`src/logic/mem_pkg.sv`:
```
`default_nettype none

package mem_pkg;

    // address and data widths
    localparam int unsigned ADDR_W   = 32;
    localparam int unsigned WORD_W   = 32;
    localparam int unsigned BLOCK_W  = 64;
    localparam int unsigned OFFSET_W = 3;   // 8 bytes per block

    typedef logic [ADDR_W-1:0]   addr_t;         // byte address
    typedef logic [WORD_W-1:0]   word_t;         // store data from the data port
    typedef logic [BLOCK_W-1:0]  block_t;        // one memory block
    typedef logic [OFFSET_W-1:0] block_offset_t; // byte offset inside a block

    // which client a request or response belongs to
    typedef enum logic {
        ICACHE = 1'b0,
        DCACHE = 1'b1
    } cache_sel_t;

    typedef enum logic {
        READ  = 1'b0,
        WRITE = 1'b1
    } mem_op_t;

    // store width, only meaningful for data port stores
    typedef enum logic [1:0] {
        BYTE = 2'd0,
        HALF = 2'd1,
        WORD = 2'd2
    } access_width_t;

endpackage

`default_nettype wire
```
`src/logic/mem_bus_if.sv`:
```
`timescale 1ns/10ps
`default_nettype none

// request and response bus between the controller and main memory
// main memory takes one request every cycle, so there is no ready
interface mem_bus_if (
    input logic clk
);
    import mem_pkg::*;

    // request side, counts when req_valid is high at a rising edge
    logic          req_valid;
    cache_sel_t    req_cache;
    mem_op_t       req_op;
    addr_t         req_addr;
    word_t         req_wdata;
    access_width_t req_width;

    // response side, one pulse per read
    logic          resp_valid;
    cache_sel_t    resp_cache;
    block_t        resp_data;

    modport ctrl (
        input  clk,
        output req_valid, req_cache, req_op, req_addr, req_wdata, req_width,
        input  resp_valid, resp_cache, resp_data
    );

    modport mem (
        input  clk,
        input  req_valid, req_cache, req_op, req_addr, req_wdata, req_width,
        output resp_valid, resp_cache, resp_data
    );

endinterface

`default_nettype wire

```
`src/logic/mem_ctrl.sv`:
```
`timescale 1ns/10ps
`default_nettype none

module mem_ctrl #(
    parameter int unsigned MAX_OUTSTANDING = 4
) (
    input  logic                   clk,
    input  logic                   init,

    // instruction port, reads only
    input  logic                   ic_req_valid,
    input  mem_pkg::addr_t         ic_req_addr,
    output logic                   ic_req_ready,
    output logic                   ic_resp_valid,
    output mem_pkg::block_t        ic_resp_data,

    // data port
    input  logic                   dc_req_valid,
    input  mem_pkg::mem_op_t       dc_req_op,
    input  mem_pkg::addr_t         dc_req_addr,
    input  mem_pkg::word_t         dc_req_wdata,
    input  mem_pkg::access_width_t dc_req_width,
    output logic                   dc_req_ready,
    output logic                   dc_resp_valid,
    output mem_pkg::block_t        dc_resp_data,

    mem_bus_if.ctrl                bus
);
    import mem_pkg::*;

    localparam int unsigned CNT_W = $clog2(MAX_OUTSTANDING + 1);

    typedef logic [CNT_W-1:0] credit_t;

    credit_t    outstanding;   // reads sent but not yet answered
    cache_sel_t last_grant;
    logic       running;       // low during init, high one edge later
    logic       read_ok;
    logic       ic_elig;
    logic       dc_elig;
    logic       gnt_ic;
    logic       gnt_dc;
    logic       rd_issue;
    logic       rd_done;

    assign read_ok = outstanding < credit_t'(MAX_OUTSTANDING);
    assign ic_elig = running && ic_req_valid && read_ok;
    assign dc_elig = running && dc_req_valid && ((dc_req_op == WRITE) || read_ok);

    // round robin when both can go
    always_comb begin
        gnt_ic = 1'b0;
        gnt_dc = 1'b0;
        if (ic_elig && dc_elig) begin
            if (last_grant == ICACHE) begin
                gnt_dc = 1'b1;
            end else begin
                gnt_ic = 1'b1;
            end
        end else begin
            gnt_ic = ic_elig;
            gnt_dc = dc_elig;
        end
    end

    assign ic_req_ready = gnt_ic;
    assign dc_req_ready = gnt_dc;

    // granted request goes straight onto the bus
    always_comb begin
        bus.req_valid = gnt_ic || gnt_dc;
        if (gnt_dc) begin
            bus.req_cache = DCACHE;
            bus.req_op    = dc_req_op;
            bus.req_addr  = dc_req_addr;
            bus.req_wdata = dc_req_wdata;
            bus.req_width = dc_req_width;
        end else begin
            bus.req_cache = ICACHE;
            bus.req_op    = READ;
            bus.req_addr  = ic_req_addr;
            bus.req_wdata = '0;
            bus.req_width = WORD;
        end
    end

    assign rd_issue = bus.req_valid && (bus.req_op == READ);
    assign rd_done  = bus.resp_valid;

    always_ff @(posedge clk or posedge init) begin
        if (init) begin
            running     <= 1'b0;
            last_grant  <= DCACHE;  // icache wins the first tie
            outstanding <= '0;
        end else begin
            running <= 1'b1;
            if (ic_elig && dc_elig) begin
                last_grant <= gnt_dc ? DCACHE : ICACHE;
            end
            // issue and return in the same cycle cancel
            if (rd_issue && !rd_done) begin
                outstanding <= outstanding + 1'b1;
            end else if (rd_done && !rd_issue) begin
                outstanding <= outstanding - 1'b1;
            end
        end
    end

    // response steering by tag
    assign ic_resp_valid = bus.resp_valid && (bus.resp_cache == ICACHE);
    assign dc_resp_valid = bus.resp_valid && (bus.resp_cache == DCACHE);
    assign ic_resp_data  = bus.resp_data;  // zero when idle
    assign dc_resp_data  = bus.resp_data;

endmodule

`default_nettype wire

```
`src/flat_wrapper.sv`:
```
// flat-port wrapper written by rule: the top's interface ports become plain ports
module mem_ctrl_flat import mem_pkg::*;
#(
    parameter int unsigned MAX_OUTSTANDING = 4
)
  (clk, init, ic_req_valid, ic_req_addr, ic_req_ready, ic_resp_valid, ic_resp_data, dc_req_valid, dc_req_op, dc_req_addr, dc_req_wdata, dc_req_width, dc_req_ready, dc_resp_valid, dc_resp_data, bus_req_valid, bus_req_cache, bus_req_op, bus_req_addr, bus_req_wdata, bus_req_width, bus_resp_valid, bus_resp_cache, bus_resp_data);
  mem_bus_if bus_i (.clk(clk));
  input  logic clk;
  input  logic init;
  input  logic ic_req_valid;
  input  mem_pkg::addr_t ic_req_addr;
  output logic ic_req_ready;
  output logic ic_resp_valid;
  output mem_pkg::block_t ic_resp_data;
  input  logic dc_req_valid;
  input  mem_pkg::mem_op_t dc_req_op;
  input  mem_pkg::addr_t dc_req_addr;
  input  mem_pkg::word_t dc_req_wdata;
  input  mem_pkg::access_width_t dc_req_width;
  output logic dc_req_ready;
  output logic dc_resp_valid;
  output mem_pkg::block_t dc_resp_data;
  output wire logic [$bits(bus_i.req_valid)-1:0] bus_req_valid;
  output wire logic [$bits(bus_i.req_cache)-1:0] bus_req_cache;
  output wire logic [$bits(bus_i.req_op)-1:0] bus_req_op;
  output wire logic [$bits(bus_i.req_addr)-1:0] bus_req_addr;
  output wire logic [$bits(bus_i.req_wdata)-1:0] bus_req_wdata;
  output wire logic [$bits(bus_i.req_width)-1:0] bus_req_width;
  input wire logic [$bits(bus_i.resp_valid)-1:0] bus_resp_valid;
  input wire logic [$bits(bus_i.resp_cache)-1:0] bus_resp_cache;
  input wire logic [$bits(bus_i.resp_data)-1:0] bus_resp_data;
  assign bus_req_valid = bus_i.req_valid;
  assign bus_req_cache = bus_i.req_cache;
  assign bus_req_op = bus_i.req_op;
  assign bus_req_addr = bus_i.req_addr;
  assign bus_req_wdata = bus_i.req_wdata;
  assign bus_req_width = bus_i.req_width;
  assign bus_i.resp_valid = bus_resp_valid;
  assign bus_i.resp_cache = bus_resp_cache;
  assign bus_i.resp_data = bus_resp_data;
  mem_ctrl #(.MAX_OUTSTANDING(MAX_OUTSTANDING)) u_core (.clk(clk), .init(init), .ic_req_valid(ic_req_valid), .ic_req_addr(ic_req_addr), .ic_req_ready(ic_req_ready), .ic_resp_valid(ic_resp_valid), .ic_resp_data(ic_resp_data), .dc_req_valid(dc_req_valid), .dc_req_op(dc_req_op), .dc_req_addr(dc_req_addr), .dc_req_wdata(dc_req_wdata), .dc_req_width(dc_req_width), .dc_req_ready(dc_req_ready), .dc_resp_valid(dc_resp_valid), .dc_resp_data(dc_resp_data), .bus(bus_i));
endmodule
```
`config.mk`:
```
export PLATFORM = sky130hd
export DESIGN_NAME = mem_ctrl_flat
export DESIGN_NICKNAME = d
export VERILOG_FILES = /design/src/logic/mem_pkg.sv /design/src/logic/mem_bus_if.sv /design/src/logic/mem_ctrl.sv /design/src/flat_wrapper.sv
export SDC_FILE = /design/constraint.sdc
export NUM_CORES = 1
export LEC_CHECK = 0
export CORE_AREA = 5 5 141 143
export DETAILED_ROUTE_END_ITERATION = 8
export DIE_AREA = 0 0 146 148
export DONT_BUFFER_PORTS = 1
export SYNTH_ARGS = -nofsm -noshare
export SYNTH_HDL_FRONTEND = slang
export SYNTH_SLANG_ARGS = --single-unit
```
`constraint.sdc`:
```
create_clock -name clk -period 5.6 [get_ports clk]
set_input_delay 0.28 -clock clk [delete_from_list [all_inputs] [get_ports clk]]
set_output_delay 0.28 -clock clk [all_outputs]
set_load 0.01 [all_outputs]
```
==> impl_metrics.yaml, run 1 <==
floorplanning:
  core_area_um2: 18500
  dieArea_um2: 21600
  fp-row-count: 50
  io_pins: 370
  initial_core_util_pct: 11.1
  die_height_um: 148
  fp.dieW_um: 146
critical_path:
  path_cells: "nand2b_1 -> o2111a_2 -> buf_4 -> mux2_4"
  max_stage_delay_ns: 0.77
  worstPathMaxFanout: 38
  r2r_cells: 8
  rr_startpoint: "u_core.last_grant"
  worstReg2RegEnd: "u_core.outstanding[2]"
  cp.required_ns: 5.32
  cp.arrival_ns: 2.49
  critPathCaptureType: "primary output"
  crit_path_start_kind: "flop"
  timing.reg2reg.setup_slack_ns: 3.64
  worst-path-buf-inv: 1
  worstSetupPathType: "reg -> out"
  critPathTopFamily: "compound AO/OA/AOI/OAI gates"
  cp_slowest_cell: "o2111a_2"
timing:
  layout_min_cycle_time_ns: 2.77
  max_slew_margin_pct: 42.5
  tightestPinTransition_ns: 0.863
  fin_skew_ns: 0.00115
  period_share_pct: 49.5
  rsz0062_at_grt: "no"
  tns_ns: 0
  fin_ws_ns: 2.83
  setup_viol: 0
  report.final.slew_viol_count: 0
  hold_violations: 0
  timing.hold.ws_ns: 0.219
  fmax_mhz: 361
synthesis:
  synth-seq-area-share_pct: 6.15
  synthDistinctLibCells: 21
  yosysWarnings: 0
  synth_xor_area_share_pct: 1.71
  yosysMostFrequentCell: "buf_4"
  post_synth_fa_ha_maj_area_fraction_pct: 1.58
  ys_top_cells_by_area: "buf_4, mux2_4, and2_1"
  synth.cell_area_um2: 2050
  synth_top_family_by_area: "buffers and inverters"
  synth-edff-count: 0
  synth_cells: 236
  synth_compound_area_share_pct: 1.34
  yosys-top-cells-count: "buf_4, and2_1, mux2_4"
  synth-simple-area-share_pct: 13.7
  synth.avg_cell_area_um2: 8.71
  synth_top_flop_cell: "dfrtp_1"
  async_reset_ff_share_pct: 100
  synth_top_cell_by_area: "buf_4"
  yosysTopAreaCellShare_pct: 47.1
  ys_seq_elements: 5
  synth_nets: 407
  synth_mux_area_share_pct: 23.9
power_and_ir_drop:
  seqPwrFrac_pct: 18.7
  irDropWorstVdd_mv: 0.222
  internal_power_mw: 0.240
  comb_power_share_pct: 50.3
  netSwitchingPower_mw: 0.137
  p_clk_share_pct: 31.1
  p_leak_nw: 0.522
  p_sw_share_pct: 36.2
  p_per_area_nw_per_um2: 269
finish:
  final_area_um2: 1400
  antennaDiodeCount: 0
  nets: 278
  fin_util_pct: 7.60
  fillCellCount: 2125
  syn_to_final_growth_pct: -31.7
  drive_gt1_share_pct: 36.8
detailed_routing:
  vias_per_cell: 2.83
  avgRoutedWirePerCell_um: 18.3
  postRouteAntennaNets: 0
  drc_errors: 0
  vias: 963
  wl_um: 6220
  drt-initial-drc-count: 25
  first_pass_iters: 4
clock_network:
  path_clk_slew_ns: 0.03
  cts_sinks: 5
  clock_latency_ns: 0.23
  cts_made_buffers: 3
  htree_num_levels: 1
  cts_tree: "done"
  ctsLongestPathBuffers: 2
  cts_root_buf: "clkbuf_16"
worst_hold_path:
  min_to: "u_core.last_grant"
  worstHoldPathCells: 2
  hold_start: "ic_req_valid"
  min_path_type: "in -> reg"
grt:
  antenna_found_initial: 0
  grt_use_total_pct: 4.80
  grt_pass1_wl_um: 7640
  grt_overflow: 0
  grt_pass1_vias: 996
  grt_max_degree: 39
placed_design:
  dp_hpwl_um: 5440
  place_ws_ns: 3.00
  io_buffers: 0
  place.gp.congestion: 0.633
  place_area_um2: 1310
run_status:
  status: "complete, no violations"
job:
  maxCapViolations: 0
cell families after synthesis:
| family | after synthesis |
|---|---|
| buffers and inverters | 140 |
| AND/OR/NAND/NOR | 47 |
| multiplexers | 33 |
| flip-flops | 5 |
| AO/OA/AOI/OAI | 4 |
| XOR/XNOR | 4 |
| adder cells (fa/ha/maj) | 2 |
| other | 1 |
placed cells by master, fill, tap and decap left out:
cell / netlist / layout
ha_1: 1 / 1
inv_1: 4 / 4
mux2_2: 1 / 1
nand4b_1: 1 / 1
xor2_1: 2 / 2
clkbuf_16: 0 / 3
o2111a_2: 1 / 1
mux2_4: 32 / 32
and2_1: 36 / 36
a21oi_1: 1 / 1
fa_1: 1 / 1
xnor2_1: 2 / 2
conb_1: 1 / 1
o21ai_0: 2 / 2
nand2_1: 2 / 2
nand2b_1: 4 / 4
dfstp_2: 1 / 1
clkbuf_1: 0 / 1
buf_4: 129 / 1
dlygate4sd3_1: 0 / 1
dfrtp_1: 4 / 4
nor2_1: 4 / 4
power groups by stage:
| stage | clock [mW] | sequential [mW] | combinational (mW) |
|---|---|---|---|
| after floorplan | 0 | 0.0683 | 0.271 |
| after global placement | 0 | 0.0703 | 0.192 |
| after detailed placement | 0 | 0.0708 | 0.193 |
| after CTS | 0.119 | 0.0706 | 0.195 |
| after global routing | 0.123 | 0.0739 | 0.207 |
| final | 0.117 | 0.0704 | 0.189 |
how the worst max path moves through the flow:
stage,start,to,cells past startpoint
2_1_floorplan,u_core.last_grant,u_core.outstanding[2],8
3_3_place_gp,u_core.outstanding[2],bus_req_addr[7],4
3_5_place_dp,u_core.outstanding[2],bus_req_addr[8],4
4_1_cts,u_core.outstanding[2],bus_req_addr[12],4
5_1_grt,u_core.outstanding[2],bus_req_addr[25],4
6_report,u_core.outstanding[2],bus_req_addr[25],4
area by class of cell:
class | count | area, µm² | area share, %
clock buffers | 4 | 78.8 | 5.62
inverters | 4 | 15.0 | 1.07
multi-input cells | 91 | 872 | 62.2
flip-flops and latches | 5 | 126 | 9.01
well taps | 234 | 293 | 20.9
repair buffers | 2 | 17.5 | 1.25
per-stage QoR:
stage	std cells	total power [mW]
final	340	0.377
after global routing	340	0.404
after CTS	340	0.385
after detailed placement	335	0.264
after global placement	335	0.262
after floorplan	236	0.339
flip-flops by register name, summed over array words and instances, names as in the netlist:
signal              flops
u_core.last_grant       1
u_core.outstanding      3
u_core.running          1
layer usage:
metal	vias up	track usage (%)	wire, µm
met5	-	0.909	0
met4	0	2.87	320
li1	347	-	-
met2	199	6.84	2660
met3	34	5.21	1540
met1	383	4.02	1700
repair_timing:
item,in CTS,in global routing
hold endpoints to repair,4,0
hold buffers,1,0
setup endpoints to repair,0,0
buffers inserted,0,0
gates resized for setup,0,0
Power figures use the tool's default switching activity.
==> run 2: changes to the inputs <==
clock period = 2.8 ns   (was 5.6 ns; I/O delays follow)
==> run 2 against run 1 <==
  * Core utilization rose by 0.068 points
  * Sequential power rose by 100%
  * Critical path depth rose by 4
  * Die area did not move
  * Via count fell by 1.7%
  * Total power rose by 100%
==> impl_metrics.yaml, run 2 (synthesis gave the netlist of run 1 again) <==
power_and_ir_drop:
  irDropWorstVdd_mv: 0.344
  p_per_area_nw_per_um2: 536
  p_leak_nw: 0.526
  power.total_mw: 0.758
timing:
  rsz0062_at_grt: "no"
  fin_ws_ns: 0.887
  fin_skew_ns: 0.00440
  layout_min_cycle_time_ns: 1.91
  hold_violations: 0
  period_share_pct: 68.3
  timing.hold.ws_ns: 0.0764
  report.final.slew_viol_count: 0
  tns_ns: 0
  fmax_mhz: 523
  setup_viol: 0
clock_network:
  cts_resized: 0
  post_cts_buffers: 0
  cts_root_buf: "clkbuf_16"
  cts_sinks: 5
  path_clk_slew_ns: 0.04
  cts_tree: "done"
  ctsLongestPathBuffers: 2
  clock_latency_ns: 0.23
  htree_num_levels: 1
  cts_made_buffers: 3
finish:
  fin_cells: 340
  largest_register_ffs: 3
  reg_top3: "u_core.outstanding: 3 flops, u_core.last_grant: 1 flops, u_core.running: 1 flops"
  nets: 278
  antennaDiodeCount: 0
  final_area_um2: 1420
  syn_to_final_growth_pct: -31.1
  fin_util_pct: 7.67
  drive_gt1_share_pct: 36.8
  final_common_cell: "and2_1"
  largest-register: "u_core.outstanding"
  most-common-layout-cells: "and2_1, mux2_4"
critical_path:
  rr_startpoint: "u_core.last_grant"
  critPathCaptureType: "flop"
  worstPathMaxFanout: 3
  cp_common_cell: "xor2_1"
  path_cells: "o21ai_0 -> a21oi_1 -> ha_1 -> inv_1 -> fa_1 -> xor2_1 -> nor2_1 -> xor2_1"
  worstReg2RegEnd: "u_core.outstanding[2]"
  cp.required_ns: 2.95
  max_stage_delay_ns: 0.53
  cp_slowest_cell: "dfstp_2"
  crit_path_start_kind: "flop"
  r2r_cells: 8
  cp.arrival_ns: 2.06
  worstSetupPathType: "reg -> reg"
  timing.reg2reg.setup_slack_ns: 0.89
grt:
  grt_pass1_wl_um: 7400
  grt_overflow: 0
  antenna_found_initial: 0
  grt_max_degree: 70
  grt_use_total_pct: 4.60
  grt_pass1_vias: 984
floorplanning:
  io_pins: 370
  fp.dieW_um: 146
  dieArea_um2: 21600
  die_height_um: 148
  initial_core_util_pct: 11.1
  fp-row-count: 50
  core_area_um2: 18500
worst_hold_path:
  min_path_type: "in -> reg"
  worstHoldPathCells: 2
  hold_start: "ic_req_valid"
  min_to: "u_core.last_grant"
detailed_routing:
  postRouteAntennaNets: 0
  wl_um: 5940
  first_pass_iters: 3
  drt-initial-drc-count: 19
  vias: 947
  drc_errors: 0
  vias_per_cell: 2.79
  avgRoutedWirePerCell_um: 17.5
placed_design:
  place.gp.congestion: 0.620
  place_ws_ns: 0.922
  place_area_um2: 1330
  dp_hpwl_um: 5170
  dp.cells: 335
  io_buffers: 0
job:
  maxCapViolations: 0
run_status:
  status: "complete, no violations"
==> run 2: worst max path at each step <==
stage,from,end,depth (start not counted)
6_report,u_core.last_grant,u_core.outstanding[2],8
3_5_place_dp,u_core.last_grant,u_core.outstanding[2],8
2_1_floorplan,u_core.last_grant,u_core.outstanding[2],8
3_3_place_gp,u_core.last_grant,u_core.outstanding[2],8
4_1_cts,u_core.last_grant,u_core.outstanding[2],8
5_1_grt,u_core.last_grant,u_core.outstanding[2],8
==> run 2: repair_timing <==
action,4_1_cts,5_1_grt
endpoints found under the setup margin,0,0
endpoints found under the hold margin,5,0
hold buffers,1,0
==> run 2: routing by layer <==
layer,GRT usage [%],share of wire [%],up-vias
met5,0,0,-
met4,2.63,4.7,0
met3,5.55,26,32
met2,6.47,43,203
met1,3.68,26,362
li1,-,-,350
==> run 2: where the power goes <==
group | total [mW] | switching [mW] | internal (mW) | leakage, nW
combinational | 0.379 | 0.194 | 0.185 | 0.430
clock | 0.238 | 0.0494 | 0.189 | 0.0382
sequential | 0.141 | 0.0308 | 0.111 | 0.0572
total | 0.758 | 0.274 | 0.484 | 0.526
==> run 2: area by class of cell <==
class,count,area (µm²)
Multi-Input combinational cell,91,872
Sequential cell,5,126
Inverter,4,15.0
Clock buffer,4,78.8
Fill cell,2128,17000
Timing Repair Buffer,2,30.0
Tap cell,234,293
==> run 2: critical path: cells and delay by family (launching register included) <==
family | cells | cell delay, ns
adder cells (fa/ha/maj) | 2 | 0.57
XOR/XNOR | 2 | 0.31
AO/OA/AOI/OAI | 2 | 0.26
buffers and inverters | 1 | 0.06
flip-flops | 1 | 0.53
AND/OR/NAND/NOR | 1 | 0.11
